--- src/source/cpu_isa_pkg.sv ---
`default_nettype none

package cpu_isa_pkg;

	localparam int byte_w = 8;
	localparam int addr_w = 16;

	// supported opcodes, everything else is skipped
	typedef enum logic [7:0] {
		op_nop  = 8'h12,
		op_bra  = 8'h20,
		op_bne  = 8'h26,
		op_beq  = 8'h27,
		op_suba = 8'h80,
		op_anda = 8'h84,
		op_lda  = 8'h86,
		op_eora = 8'h88,
		op_ora  = 8'h8a,
		op_adda = 8'h8b,
		op_sta  = 8'hb7,
		op_subb = 8'hc0,
		op_andb = 8'hc4,
		op_ldb  = 8'hc6,
		op_eorb = 8'hc8,
		op_orb  = 8'hca,
		op_addb = 8'hcb,
		op_stb  = 8'hf7
	} opcode_e;

	typedef enum logic [2:0] {
		alu_load,
		alu_add,
		alu_sub,
		alu_and,
		alu_or,
		alu_eor
	} alu_op_e;

	typedef enum logic {
		acc_a,
		acc_b
	} acc_sel_e;

	localparam logic [15:0] reset_vector_hi = 16'hfffe;
	localparam logic [15:0] reset_vector_lo = 16'hffff;

	// bit positions inside the condition code register
	localparam int flag_c = 0;
	localparam int flag_v = 1;
	localparam int flag_z = 2;
	localparam int flag_n = 3;

endpackage

`default_nettype wire

--- src/source/cpu_seq_pkg.sv ---
`default_nettype none

package cpu_seq_pkg;

	typedef enum logic [4:0] {
		st_vec_hi,        // reset state, address already at the vector
		st_vec_lo,
		st_vec_load,
		st_fetch_addr,
		st_fetch_strobe,
		st_fetch_capture,
		st_decode,
		st_oph_addr,
		st_oph_strobe,
		st_oph_capture,
		st_opl_addr,
		st_opl_strobe,
		st_opl_capture,
		st_execute,
		st_store_addr,
		st_store_strobe,
		st_store_done,
		st_branch
	} seq_state_e;

	typedef enum logic [1:0] {
		sel_pc,
		sel_vector_hi,
		sel_vector_lo,
		sel_ea
	} addr_sel_e;

endpackage

`default_nettype wire

--- src/source/cpu_alu8.sv ---
`timescale 1ns/100ps
`default_nettype none

module cpu_alu8(
	input  logic [7:0]           a_i,
	input  logic [7:0]           b_i,
	input  cpu_isa_pkg::alu_op_e op_i,
	input  logic [7:0]           flags_i,
	output logic [7:0]           result_o,
	output logic [7:0]           flags_o
	);

	logic [8:0] sum; // bit 8 is carry or borrow

	always_comb
	begin
		sum = 9'h000;
		flags_o = flags_i;
		result_o = b_i;
		case (op_i)
			cpu_isa_pkg::alu_add:
			begin
				sum = {1'b0, a_i} + {1'b0, b_i};
				result_o = sum[7:0];
				flags_o[cpu_isa_pkg::flag_c] = sum[8];
				flags_o[cpu_isa_pkg::flag_v] = (a_i[7] == b_i[7]) && (sum[7] != a_i[7]);
			end
			cpu_isa_pkg::alu_sub:
			begin
				sum = {1'b0, a_i} - {1'b0, b_i};
				result_o = sum[7:0];
				flags_o[cpu_isa_pkg::flag_c] = sum[8];
				flags_o[cpu_isa_pkg::flag_v] = (a_i[7] != b_i[7]) && (sum[7] != a_i[7]);
			end
			cpu_isa_pkg::alu_and:
				result_o = a_i & b_i;
			cpu_isa_pkg::alu_or:
				result_o = a_i | b_i;
			cpu_isa_pkg::alu_eor:
				result_o = a_i ^ b_i;
			default:
				result_o = b_i; // load
		endcase
		if (op_i != cpu_isa_pkg::alu_add && op_i != cpu_isa_pkg::alu_sub)
			flags_o[cpu_isa_pkg::flag_v] = 1'b0; // logic ops and load clear V, keep C
		flags_o[cpu_isa_pkg::flag_n] = result_o[7];
		flags_o[cpu_isa_pkg::flag_z] = (result_o == 8'h00);
	end

endmodule

`default_nettype wire

--- src/source/cpu_acc_regs.sv ---
`timescale 1ns/100ps
`default_nettype none

module cpu_acc_regs(
	input  logic                  cpu_clk,
	input  logic                  k_reset,
	input  logic                  write_i,
	input  cpu_isa_pkg::acc_sel_e sel_i,
	input  logic [7:0]            result_i,
	input  logic [7:0]            flags_i,
	output logic [7:0]            acc_o,
	output logic [7:0]            cc_o
	);

	logic [7:0] acc_a_q, acc_b_q, cc_q;

	always_ff @(posedge cpu_clk or posedge k_reset)
	begin
		if (k_reset)
		begin
			acc_a_q <= 8'h00;
			acc_b_q <= 8'h00;
			cc_q <= 8'h00;
		end
		else if (write_i)
		begin
			if (sel_i == cpu_isa_pkg::acc_b)
				acc_b_q <= result_i;
			else
				acc_a_q <= result_i;
			cc_q <= flags_i; // flags follow every accumulator write
		end
	end

	assign acc_o = (sel_i == cpu_isa_pkg::acc_b) ? acc_b_q : acc_a_q;
	assign cc_o = cc_q;

endmodule

`default_nettype wire

--- src/source/cpu_pc_unit.sv ---
`timescale 1ns/100ps
`default_nettype none

module cpu_pc_unit(
	input  logic        cpu_clk,
	input  logic        k_reset,
	input  logic        inc_i,
	input  logic        load_vector_i,
	input  logic        branch_i,
	input  logic [7:0]  operand_hi_i,
	input  logic [7:0]  operand_lo_i,
	output logic [15:0] pc_o
	);

	logic [15:0] pc_q;

	// taken branch shows the target right away so the bus port can latch it
	assign pc_o = branch_i ? pc_q + {{8{operand_lo_i[7]}}, operand_lo_i} : pc_q;

	always_ff @(posedge cpu_clk or posedge k_reset)
	begin
		if (k_reset)
			pc_q <= 16'h0000;
		else if (load_vector_i)
			pc_q <= {operand_hi_i, operand_lo_i};
		else if (branch_i)
			pc_q <= pc_o;
		else if (inc_i)
			pc_q <= pc_q + 16'h0001;
	end

endmodule

`default_nettype wire

--- src/source/cpu_bus_port.sv ---
`timescale 1ns/100ps
`default_nettype none

module cpu_bus_port(
	input  logic                   cpu_clk,
	input  logic                   k_reset,
	input  cpu_seq_pkg::addr_sel_e addr_sel_i,
	input  logic                   addr_load_i,
	input  logic                   oe_pulse_i,
	input  logic                   we_pulse_i,
	input  logic                   capture_op_i,
	input  logic                   capture_hi_i,
	input  logic                   capture_lo_i,
	input  logic [15:0]            pc_i,
	input  logic [7:0]             store_data_i,
	input  logic [7:0]             cpu_data_i,
	output logic [15:0]            cpu_addr_o,
	output logic [7:0]             cpu_data_o,
	output logic                   cpu_oe_o,
	output logic                   cpu_we_o,
	output logic [7:0]             opcode_o,
	output logic [7:0]             operand_hi_o,
	output logic [7:0]             operand_lo_o
	);

	logic [15:0] addr_d;

	always_comb
	begin
		case (addr_sel_i)
			cpu_seq_pkg::sel_vector_hi: addr_d = cpu_isa_pkg::reset_vector_hi;
			cpu_seq_pkg::sel_vector_lo: addr_d = cpu_isa_pkg::reset_vector_lo;
			cpu_seq_pkg::sel_ea:        addr_d = {operand_hi_o, operand_lo_o};
			default:                    addr_d = pc_i;
		endcase
	end

	always_ff @(posedge cpu_clk or posedge k_reset)
	begin
		if (k_reset)
		begin
			cpu_addr_o <= cpu_isa_pkg::reset_vector_hi; // first read goes to the vector
			cpu_oe_o <= 1'b0;
			cpu_we_o <= 1'b0;
		end
		else
		begin
			cpu_oe_o <= oe_pulse_i; // one cycle strobes
			cpu_we_o <= we_pulse_i;
			if (addr_load_i)
				cpu_addr_o <= addr_d;
		end
	end

	always_ff @(posedge cpu_clk)
	begin
		if (we_pulse_i)
			cpu_data_o <= store_data_i;
		if (capture_op_i)
			opcode_o <= cpu_data_i;
		if (capture_hi_i)
			operand_hi_o <= cpu_data_i;
		if (capture_lo_i)
			operand_lo_o <= cpu_data_i;
	end

endmodule

`default_nettype wire

--- src/source/cpu_sequencer.sv ---
`timescale 1ns/100ps
`default_nettype none

module cpu_sequencer(
	input  logic                   cpu_clk,
	input  logic                   k_reset,
	input  logic [7:0]             opcode_i,
	input  logic [7:0]             flags_i,
	output cpu_seq_pkg::addr_sel_e addr_sel_o,
	output logic                   addr_load_o,
	output logic                   oe_pulse_o,
	output logic                   we_pulse_o,
	output logic                   capture_op_o,
	output logic                   capture_hi_o,
	output logic                   capture_lo_o,
	output logic                   pc_inc_o,
	output logic                   pc_load_vector_o,
	output logic                   pc_branch_o,
	output logic                   acc_write_o,
	output cpu_isa_pkg::acc_sel_e  acc_sel_o,
	output cpu_isa_pkg::alu_op_e   alu_op_o
	);

	cpu_seq_pkg::seq_state_e state_q, state_d;
	logic vec_mode_q; // set while the reset vector is read
	logic is_alu, is_store, is_branch, branch_taken;

	// opcode decoder
	always_comb
	begin
		is_alu = 1'b0;
		is_store = 1'b0;
		is_branch = 1'b0;
		branch_taken = 1'b0;
		alu_op_o = cpu_isa_pkg::alu_load;
		acc_sel_o = opcode_i[6] ? cpu_isa_pkg::acc_b : cpu_isa_pkg::acc_a; // 8x/Bx is A, Cx/Fx is B
		case (opcode_i)
			cpu_isa_pkg::op_lda, cpu_isa_pkg::op_ldb:
				is_alu = 1'b1;
			cpu_isa_pkg::op_adda, cpu_isa_pkg::op_addb:
			begin
				is_alu = 1'b1;
				alu_op_o = cpu_isa_pkg::alu_add;
			end
			cpu_isa_pkg::op_suba, cpu_isa_pkg::op_subb:
			begin
				is_alu = 1'b1;
				alu_op_o = cpu_isa_pkg::alu_sub;
			end
			cpu_isa_pkg::op_anda, cpu_isa_pkg::op_andb:
			begin
				is_alu = 1'b1;
				alu_op_o = cpu_isa_pkg::alu_and;
			end
			cpu_isa_pkg::op_ora, cpu_isa_pkg::op_orb:
			begin
				is_alu = 1'b1;
				alu_op_o = cpu_isa_pkg::alu_or;
			end
			cpu_isa_pkg::op_eora, cpu_isa_pkg::op_eorb:
			begin
				is_alu = 1'b1;
				alu_op_o = cpu_isa_pkg::alu_eor;
			end
			cpu_isa_pkg::op_sta, cpu_isa_pkg::op_stb:
				is_store = 1'b1;
			cpu_isa_pkg::op_bra:
			begin
				is_branch = 1'b1;
				branch_taken = 1'b1;
			end
			cpu_isa_pkg::op_bne:
			begin
				is_branch = 1'b1;
				branch_taken = ~flags_i[cpu_isa_pkg::flag_z];
			end
			cpu_isa_pkg::op_beq:
			begin
				is_branch = 1'b1;
				branch_taken = flags_i[cpu_isa_pkg::flag_z];
			end
			cpu_isa_pkg::op_nop: ; // fetched and skipped
			default: ;
		endcase
	end

	always_comb
	begin
		state_d = state_q;
		addr_sel_o = cpu_seq_pkg::sel_pc;
		addr_load_o = 1'b0;
		oe_pulse_o = 1'b0;
		we_pulse_o = 1'b0;
		capture_op_o = 1'b0;
		capture_hi_o = 1'b0;
		capture_lo_o = 1'b0;
		pc_inc_o = 1'b0;
		pc_load_vector_o = 1'b0;
		pc_branch_o = 1'b0;
		acc_write_o = 1'b0;
		case (state_q)
			cpu_seq_pkg::st_vec_hi:
			begin
				addr_sel_o = cpu_seq_pkg::sel_vector_hi;
				addr_load_o = 1'b1;
				oe_pulse_o = 1'b1;
				state_d = cpu_seq_pkg::st_oph_strobe;
			end
			cpu_seq_pkg::st_vec_lo:
			begin
				oe_pulse_o = 1'b1;
				state_d = cpu_seq_pkg::st_opl_strobe;
			end
			cpu_seq_pkg::st_vec_load:
			begin
				pc_load_vector_o = 1'b1;
				addr_sel_o = cpu_seq_pkg::sel_ea; // vector bytes sit in the operand latches
				addr_load_o = 1'b1;
				state_d = cpu_seq_pkg::st_fetch_addr;
			end
			cpu_seq_pkg::st_fetch_addr:
			begin
				oe_pulse_o = 1'b1;
				state_d = cpu_seq_pkg::st_fetch_strobe;
			end
			cpu_seq_pkg::st_fetch_strobe:
			begin
				pc_inc_o = 1'b1;
				state_d = cpu_seq_pkg::st_fetch_capture;
			end
			cpu_seq_pkg::st_fetch_capture:
			begin
				capture_op_o = 1'b1;
				state_d = cpu_seq_pkg::st_decode;
			end
			cpu_seq_pkg::st_decode:
			begin
				addr_load_o = 1'b1; // next byte of the stream or next opcode
				if (is_store)
					state_d = cpu_seq_pkg::st_oph_addr;
				else if (is_alu || is_branch)
					state_d = cpu_seq_pkg::st_opl_addr;
				else
					state_d = cpu_seq_pkg::st_fetch_addr;
			end
			cpu_seq_pkg::st_oph_addr:
			begin
				oe_pulse_o = 1'b1;
				state_d = cpu_seq_pkg::st_oph_strobe;
			end
			cpu_seq_pkg::st_oph_strobe:
			begin
				pc_inc_o = ~vec_mode_q;
				state_d = cpu_seq_pkg::st_oph_capture;
			end
			cpu_seq_pkg::st_oph_capture:
			begin
				capture_hi_o = 1'b1;
				addr_load_o = 1'b1;
				if (vec_mode_q)
				begin
					addr_sel_o = cpu_seq_pkg::sel_vector_lo;
					state_d = cpu_seq_pkg::st_vec_lo;
				end
				else
					state_d = cpu_seq_pkg::st_opl_addr;
			end
			cpu_seq_pkg::st_opl_addr:
			begin
				oe_pulse_o = 1'b1;
				state_d = cpu_seq_pkg::st_opl_strobe;
			end
			cpu_seq_pkg::st_opl_strobe:
			begin
				pc_inc_o = ~vec_mode_q;
				state_d = cpu_seq_pkg::st_opl_capture;
			end
			cpu_seq_pkg::st_opl_capture:
			begin
				capture_lo_o = 1'b1;
				if (vec_mode_q)
					state_d = cpu_seq_pkg::st_vec_load;
				else if (is_store)
					state_d = cpu_seq_pkg::st_store_addr;
				else if (is_branch)
					state_d = cpu_seq_pkg::st_branch;
				else
					state_d = cpu_seq_pkg::st_execute;
			end
			cpu_seq_pkg::st_execute:
			begin
				acc_write_o = is_alu; // stores pass through here without a write
				addr_load_o = 1'b1;
				state_d = cpu_seq_pkg::st_fetch_addr;
			end
			cpu_seq_pkg::st_store_addr:
			begin
				addr_sel_o = cpu_seq_pkg::sel_ea;
				addr_load_o = 1'b1;
				state_d = cpu_seq_pkg::st_store_strobe;
			end
			cpu_seq_pkg::st_store_strobe:
			begin
				we_pulse_o = 1'b1;
				state_d = cpu_seq_pkg::st_store_done;
			end
			cpu_seq_pkg::st_store_done:
				state_d = cpu_seq_pkg::st_execute;
			cpu_seq_pkg::st_branch:
			begin
				pc_branch_o = branch_taken; // pc_o already shows the target
				addr_load_o = 1'b1;
				state_d = cpu_seq_pkg::st_fetch_addr;
			end
			default:
				state_d = cpu_seq_pkg::st_vec_hi;
		endcase
	end

	always_ff @(posedge cpu_clk or posedge k_reset)
	begin
		if (k_reset)
		begin
			state_q <= cpu_seq_pkg::st_vec_hi;
			vec_mode_q <= 1'b1;
		end
		else
		begin
			state_q <= state_d;
			if (state_q == cpu_seq_pkg::st_vec_load)
				vec_mode_q <= 1'b0;
		end
	end

endmodule

`default_nettype wire

--- src/source/cpu_top.sv ---
`timescale 1ns/100ps
`default_nettype none

module cpu_top(
	input  logic        cpu_clk,
	input  logic        k_reset,
	input  logic [7:0]  cpu_data_i,
	output logic [15:0] cpu_addr_o,
	output logic [7:0]  cpu_data_o,
	output logic        cpu_oe_o,
	output logic        cpu_we_o
	);

	cpu_seq_pkg::addr_sel_e addr_sel;
	cpu_isa_pkg::acc_sel_e  acc_sel;
	cpu_isa_pkg::alu_op_e   alu_op;
	logic        addr_load, oe_pulse, we_pulse;
	logic        capture_op, capture_hi, capture_lo;
	logic        pc_inc, pc_load_vector, pc_branch, acc_write;
	logic [7:0]  opcode, operand_hi, operand_lo;
	logic [7:0]  cc, alu_flags, alu_result, acc;
	logic [15:0] pc;

	cpu_sequencer seq(
		.cpu_clk(cpu_clk),
		.k_reset(k_reset),
		.opcode_i(opcode),
		.flags_i(cc),
		.addr_sel_o(addr_sel),
		.addr_load_o(addr_load),
		.oe_pulse_o(oe_pulse),
		.we_pulse_o(we_pulse),
		.capture_op_o(capture_op),
		.capture_hi_o(capture_hi),
		.capture_lo_o(capture_lo),
		.pc_inc_o(pc_inc),
		.pc_load_vector_o(pc_load_vector),
		.pc_branch_o(pc_branch),
		.acc_write_o(acc_write),
		.acc_sel_o(acc_sel),
		.alu_op_o(alu_op)
	);

	cpu_alu8 alu(
		.a_i(acc),
		.b_i(operand_lo), // immediate operand
		.op_i(alu_op),
		.flags_i(cc),
		.result_o(alu_result),
		.flags_o(alu_flags)
	);

	cpu_acc_regs regs(
		.cpu_clk(cpu_clk),
		.k_reset(k_reset),
		.write_i(acc_write),
		.sel_i(acc_sel),
		.result_i(alu_result),
		.flags_i(alu_flags),
		.acc_o(acc),
		.cc_o(cc)
	);

	cpu_pc_unit pcu(
		.cpu_clk(cpu_clk),
		.k_reset(k_reset),
		.inc_i(pc_inc),
		.load_vector_i(pc_load_vector),
		.branch_i(pc_branch),
		.operand_hi_i(operand_hi),
		.operand_lo_i(operand_lo),
		.pc_o(pc)
	);

	cpu_bus_port bus(
		.cpu_clk(cpu_clk),
		.k_reset(k_reset),
		.addr_sel_i(addr_sel),
		.addr_load_i(addr_load),
		.oe_pulse_i(oe_pulse),
		.we_pulse_i(we_pulse),
		.capture_op_i(capture_op),
		.capture_hi_i(capture_hi),
		.capture_lo_i(capture_lo),
		.pc_i(pc),
		.store_data_i(acc), // selected accumulator for STA/STB
		.cpu_data_i(cpu_data_i),
		.cpu_addr_o(cpu_addr_o),
		.cpu_data_o(cpu_data_o),
		.cpu_oe_o(cpu_oe_o),
		.cpu_we_o(cpu_we_o),
		.opcode_o(opcode),
		.operand_hi_o(operand_hi),
		.operand_lo_o(operand_lo)
	);

endmodule

`default_nettype wire

--- config.mk ---
export PLATFORM = sky130hd
export DESIGN_NAME = cpu_top
export DESIGN_NICKNAME = d
export VERILOG_FILES = /design/src/source/cpu_isa_pkg.sv /design/src/source/cpu_seq_pkg.sv /design/src/source/cpu_alu8.sv /design/src/source/cpu_acc_regs.sv /design/src/source/cpu_pc_unit.sv /design/src/source/cpu_bus_port.sv /design/src/source/cpu_sequencer.sv /design/src/source/cpu_top.sv
export SDC_FILE = /design/constraint.sdc
export NUM_CORES = 1
export LEC_CHECK = 0
export ABC_CLOCK_PERIOD_IN_PS = 7500
export BUFFER_PORTS_ARGS = -buffer_cell sky130_fd_sc_hd__buf_2
export CORE_UTILIZATION = 40
export DETAILED_ROUTE_END_ITERATION = 7
export PLACE_DENSITY_LB_ADDON = 0.25
export SLEW_MARGIN = 5
export SYNTH_ARGS = -nofsm -noshare
export SYNTH_HDL_FRONTEND = slang
export SYNTH_SLANG_ARGS = --single-unit
--- constraint.sdc ---
create_clock -name cpu_clk -period 7.5 [get_ports cpu_clk]
set_input_delay 0.375 -clock cpu_clk [delete_from_list [all_inputs] [get_ports cpu_clk]]
set_output_delay 0.375 -clock cpu_clk [all_outputs]
set_load 0.01 [all_outputs]
==> results.sh <==
export IMPL_status="finished, violations left"
export IMPL_violations="design-rule violations"
export IMPL_cp_top_family="simple AND/OR/NAND/NOR gates"
export IMPL_crit_path_top_delay_cell="edfxtp_1"
export IMPL_arrival_ns=3.95
export IMPL_netlist_instances=645
export IMPL_ant_nets=0
export IMPL_clock_path_buffers=2
export IMPL_async_reset_ff_frac=0.640
export IMPL_crit_path_end="regs.cc_o[2]"
export IMPL_slowest_delay_ns=0.52
export IMPL_max_slew_margin=0.287
export IMPL_hold_viol=0
export IMPL_power_total_mw=2.44
export IMPL_cts_setup_buffers=0
export IMPL_vias=5120
export IMPL_final_max_slew_viol_count=0
export IMPL_grt_max_degree=58
export IMPL_place_congestion=0.887
export IMPL_h_tree_depth=3
export IMPL_io_buffers=35
export IMPL_worstRegToRegCells=12
export IMPL_max_vdd_ir_drop_v=0.000242
export IMPL_cpMostUsedCell="a21oi_1"
export IMPL_numCtsBuffers=9
export IMPL_required_ns=7.76
export IMPL_path_depth=12
export IMPL_fmaxAchievable_ghz=0.271
export IMPL_ys_seq_area_frac=0.397
export IMPL_synth_distinct_cells=70
export IMPL_clock_sinks=89
export IMPL_grt_ovfl_total=0
export IMPL_rsz0062_at_grt="false"
export IMPL_area_delta_synth_final_pct=10.1
export IMPL_ys_ff_latch=89
export IMPL_fillers=1397
export IMPL_clock_skew_ns=0.0111
export IMPL_setup_violations=0
export IMPL_dpl_instance_area_um2=6390
export IMPL_startpoint_type="register"
export IMPL_r2r_start="bus.opcode_o[0]"
export IMPL_finalWirelength_mm=16.4
export IMPL_rows=44
export IMPL_remaining_drc_errors=8
export IMPL_num_antenna_cells=0
export IMPL_synth_most_common_cell="nand2_1"
export IMPL_avgRoutedWirePerCell_um=19.2
export IMPL_die_w_um=125
export IMPL_finalCriticalPeriod_ns=3.69
export IMPL_synth_area_leaders="dfrtp_1, edfxtp_1, ha_1"
export IMPL_yosysWarnings=0
export IMPL_worst_r2r_setup_slack_ns=3.81
export IMPL_synth_edf_count=32
export IMPL_reg2reg_to="regs.cc_o[2]"
export IMPL_core_area_um2=14600
export IMPL_multiInputGateArea_um2=3420
export IMPL_synth_top_cells_by_count="nand2_1, nor2_1, dfrtp_1, ha_1, a21oi_1"
export IMPL_drive_gt1_frac=0.142
export IMPL_path_buf_inv=0
export IMPL_cts_resized_gates=0
export IMPL_synth_top_area_cell="dfrtp_1"
export IMPL_cap_violations=0
export IMPL_final_min_period_over_clock_period=0.493
export IMPL_grt_total_usage=0.216
export IMPL_setup_tns_ns=0
export IMPL_ios=36
export IMPL_clock_latency_ns=0.36
export IMPL_startpoint="bus.opcode_o[0]"
export IMPL_final_area_um2=6680
export IMPL_ys_flop_type="dfrtp_1"
export IMPL_finalNetCount=716
export IMPL_syn_avg_cell_area_um2=9.40
export IMPL_antenna_found_initial=0
export IMPL_clkTransAtPathRegs_ns=0.07
export IMPL_drt_iter0_drc=409
export IMPL_dieArea_um2=15700
export IMPL_syn_num_nets=698
export IMPL_grt_pass1_wl_mm=26.5
export IMPL_worst_slew_pin_slew_ns=1.06
export IMPL_cts_hold_buf=0
export IMPL_hpwlAfterDp_mm=11.7
export IMPL_root_buffer="clkbuf_16"
export IMPL_cellPowerDensity_nw_per_um2=365
export IMPL_syn_area_um2=6060
export IMPL_drt_vias_per_instance=6.01
export IMPL_crit_path_cell_trace="nor3_1 -> nand2_1 -> nor2_1 -> a21oi_1 -> fa_1 -> a21o_1 -> a21oi_1 -> xnor2_1 -> o211ai_1 -> or4_1 -> or3_1 -> o41ai_2"
export IMPL_die_h_um=125
export IMPL_hold_path_class="in2async"
export IMPL_drtPass1Iterations=7
export IMPL_crit_type="reg2reg"
export IMPL_synth_top_area_frac=0.169
export IMPL_regArea_um2=2410
export IMPL_cts_tree="yes"
export IMPL_leakage_nw=2.82
export IMPL_initial_core_util=0.414
export IMPL_worstSetupEndpointType="register"
export IMPL_grt_pass1_vias=5078
export IMPL_cp_max_fo=10
[kinds of logic after synthesis]
group | Yosys count | share of synthesized area
AOI/OAI and AO/OA | 183 | 0.200
xor gates and xnor gates | 36 | 0.0520
adders and majority gates | 43 | 0.0912
buffers and inverters | 65 | 0.0419
DFF | 89 | 0.397
muxes | 28 | 0.0497
and+or+nand+nor | 201 | 0.169
[where the power goes]
group	internal, mW	switching, mW	total (mW)
combinational	0.472	0.686	1.16
sequential	0.669	0.171	0.840
clock	0.231	0.212	0.443
[registers in the layout, summed over array words and instances, names as in the netlist, 5 cells and up]
| signal | cells |
|---|---|
| bus.operand_hi_o | 8 |
| regs.acc_b_q | 8 |
| pcu.pc_q | 16 |
| bus.opcode_o | 8 |
| regs.acc_a_q | 8 |
| seq.state_q | 5 |
| bus.cpu_data_o | 8 |
| bus.operand_lo_o | 8 |
| bus.cpu_addr_o | 16 |
[worst reg2reg max path: stages (launching register included)]
cell	delay, ns
edfxtp_1	0.52
nor3_1	0.45
nand2_1	0.25
nor2_1	0.14
a21oi_1	0.08
fa_1	0.45
a21o_1	0.20
a21oi_1	0.24
xnor2_1	0.15
o211ai_1	0.13
or4_1	0.49
or3_1	0.33
o41ai_2	0.19
[stage by stage]
stage | util | hold slack (ns) | cells | worst slack [ns]
finish | 0.456 | 0.239 | 852 | 3.81
global route | 0.456 | 0.251 | 852 | 3.52
CTS | 0.456 | 0.245 | 852 | 3.80
detailed placement | 0.436 | 0.471 | 836 | 3.82
global placement | 0.436 | 0.467 | 836 | 3.89
floorplan | - | 0.449 | 645 | 4.11
[worst min path at each step]
stage	start	to	slack (ns)	cells after the start
detailed placement	bus.cpu_addr_o[5]	bus.cpu_addr_o[5]	0.47	2
floorplan	regs.acc_a_q[5]	regs.acc_a_q[5]	0.45	2
finish	k_reset	bus.cpu_oe_o	0.24	3
global placement	bus.cpu_addr_o[7]	bus.cpu_addr_o[7]	0.47	2
global route	cpu_data_i[3]	bus.operand_hi_o[3]	0.25	1
CTS	cpu_data_i[3]	bus.operand_hi_o[3]	0.24	1
[area by class of cell]
cell class,instances,share of cell area
Multi-Input combinational cell,491,0.512
Sequential cell,89,0.361
Tap cell,184,0.0345
Clock buffer,9,0.0337
Timing Repair Buffer,40,0.0319
Inverter,32,0.0180
Clock inverter,7,0.00918
[cell usage in the layout (no fill, tap or decap), types with 14 or more instances in the layout]
cell type and n:
dfrtp_1 41, ha_1 41, a21oi_1 40, buf_2 35, nor2_1 42, o22ai_1 18
nor3_1 14, edfxtp_1 32, o21ai_0 31, dfstp_2 16, inv_1 31, xnor2_1 25
nand2_1 60, nand3_1 15
[metal layers]
metal	part of all wire	wire length, µm	GRT usage	up-vias
li1	-	-	-	2424
met2	0.47	7610	0.343	179
met4	0.016	261	0.0811	0
met5	0	0	0	-
met1	0.45	7420	0.292	2497
met3	0.065	1070	0.0428	20
Note: power is estimated with default switching activity, not from simulation.
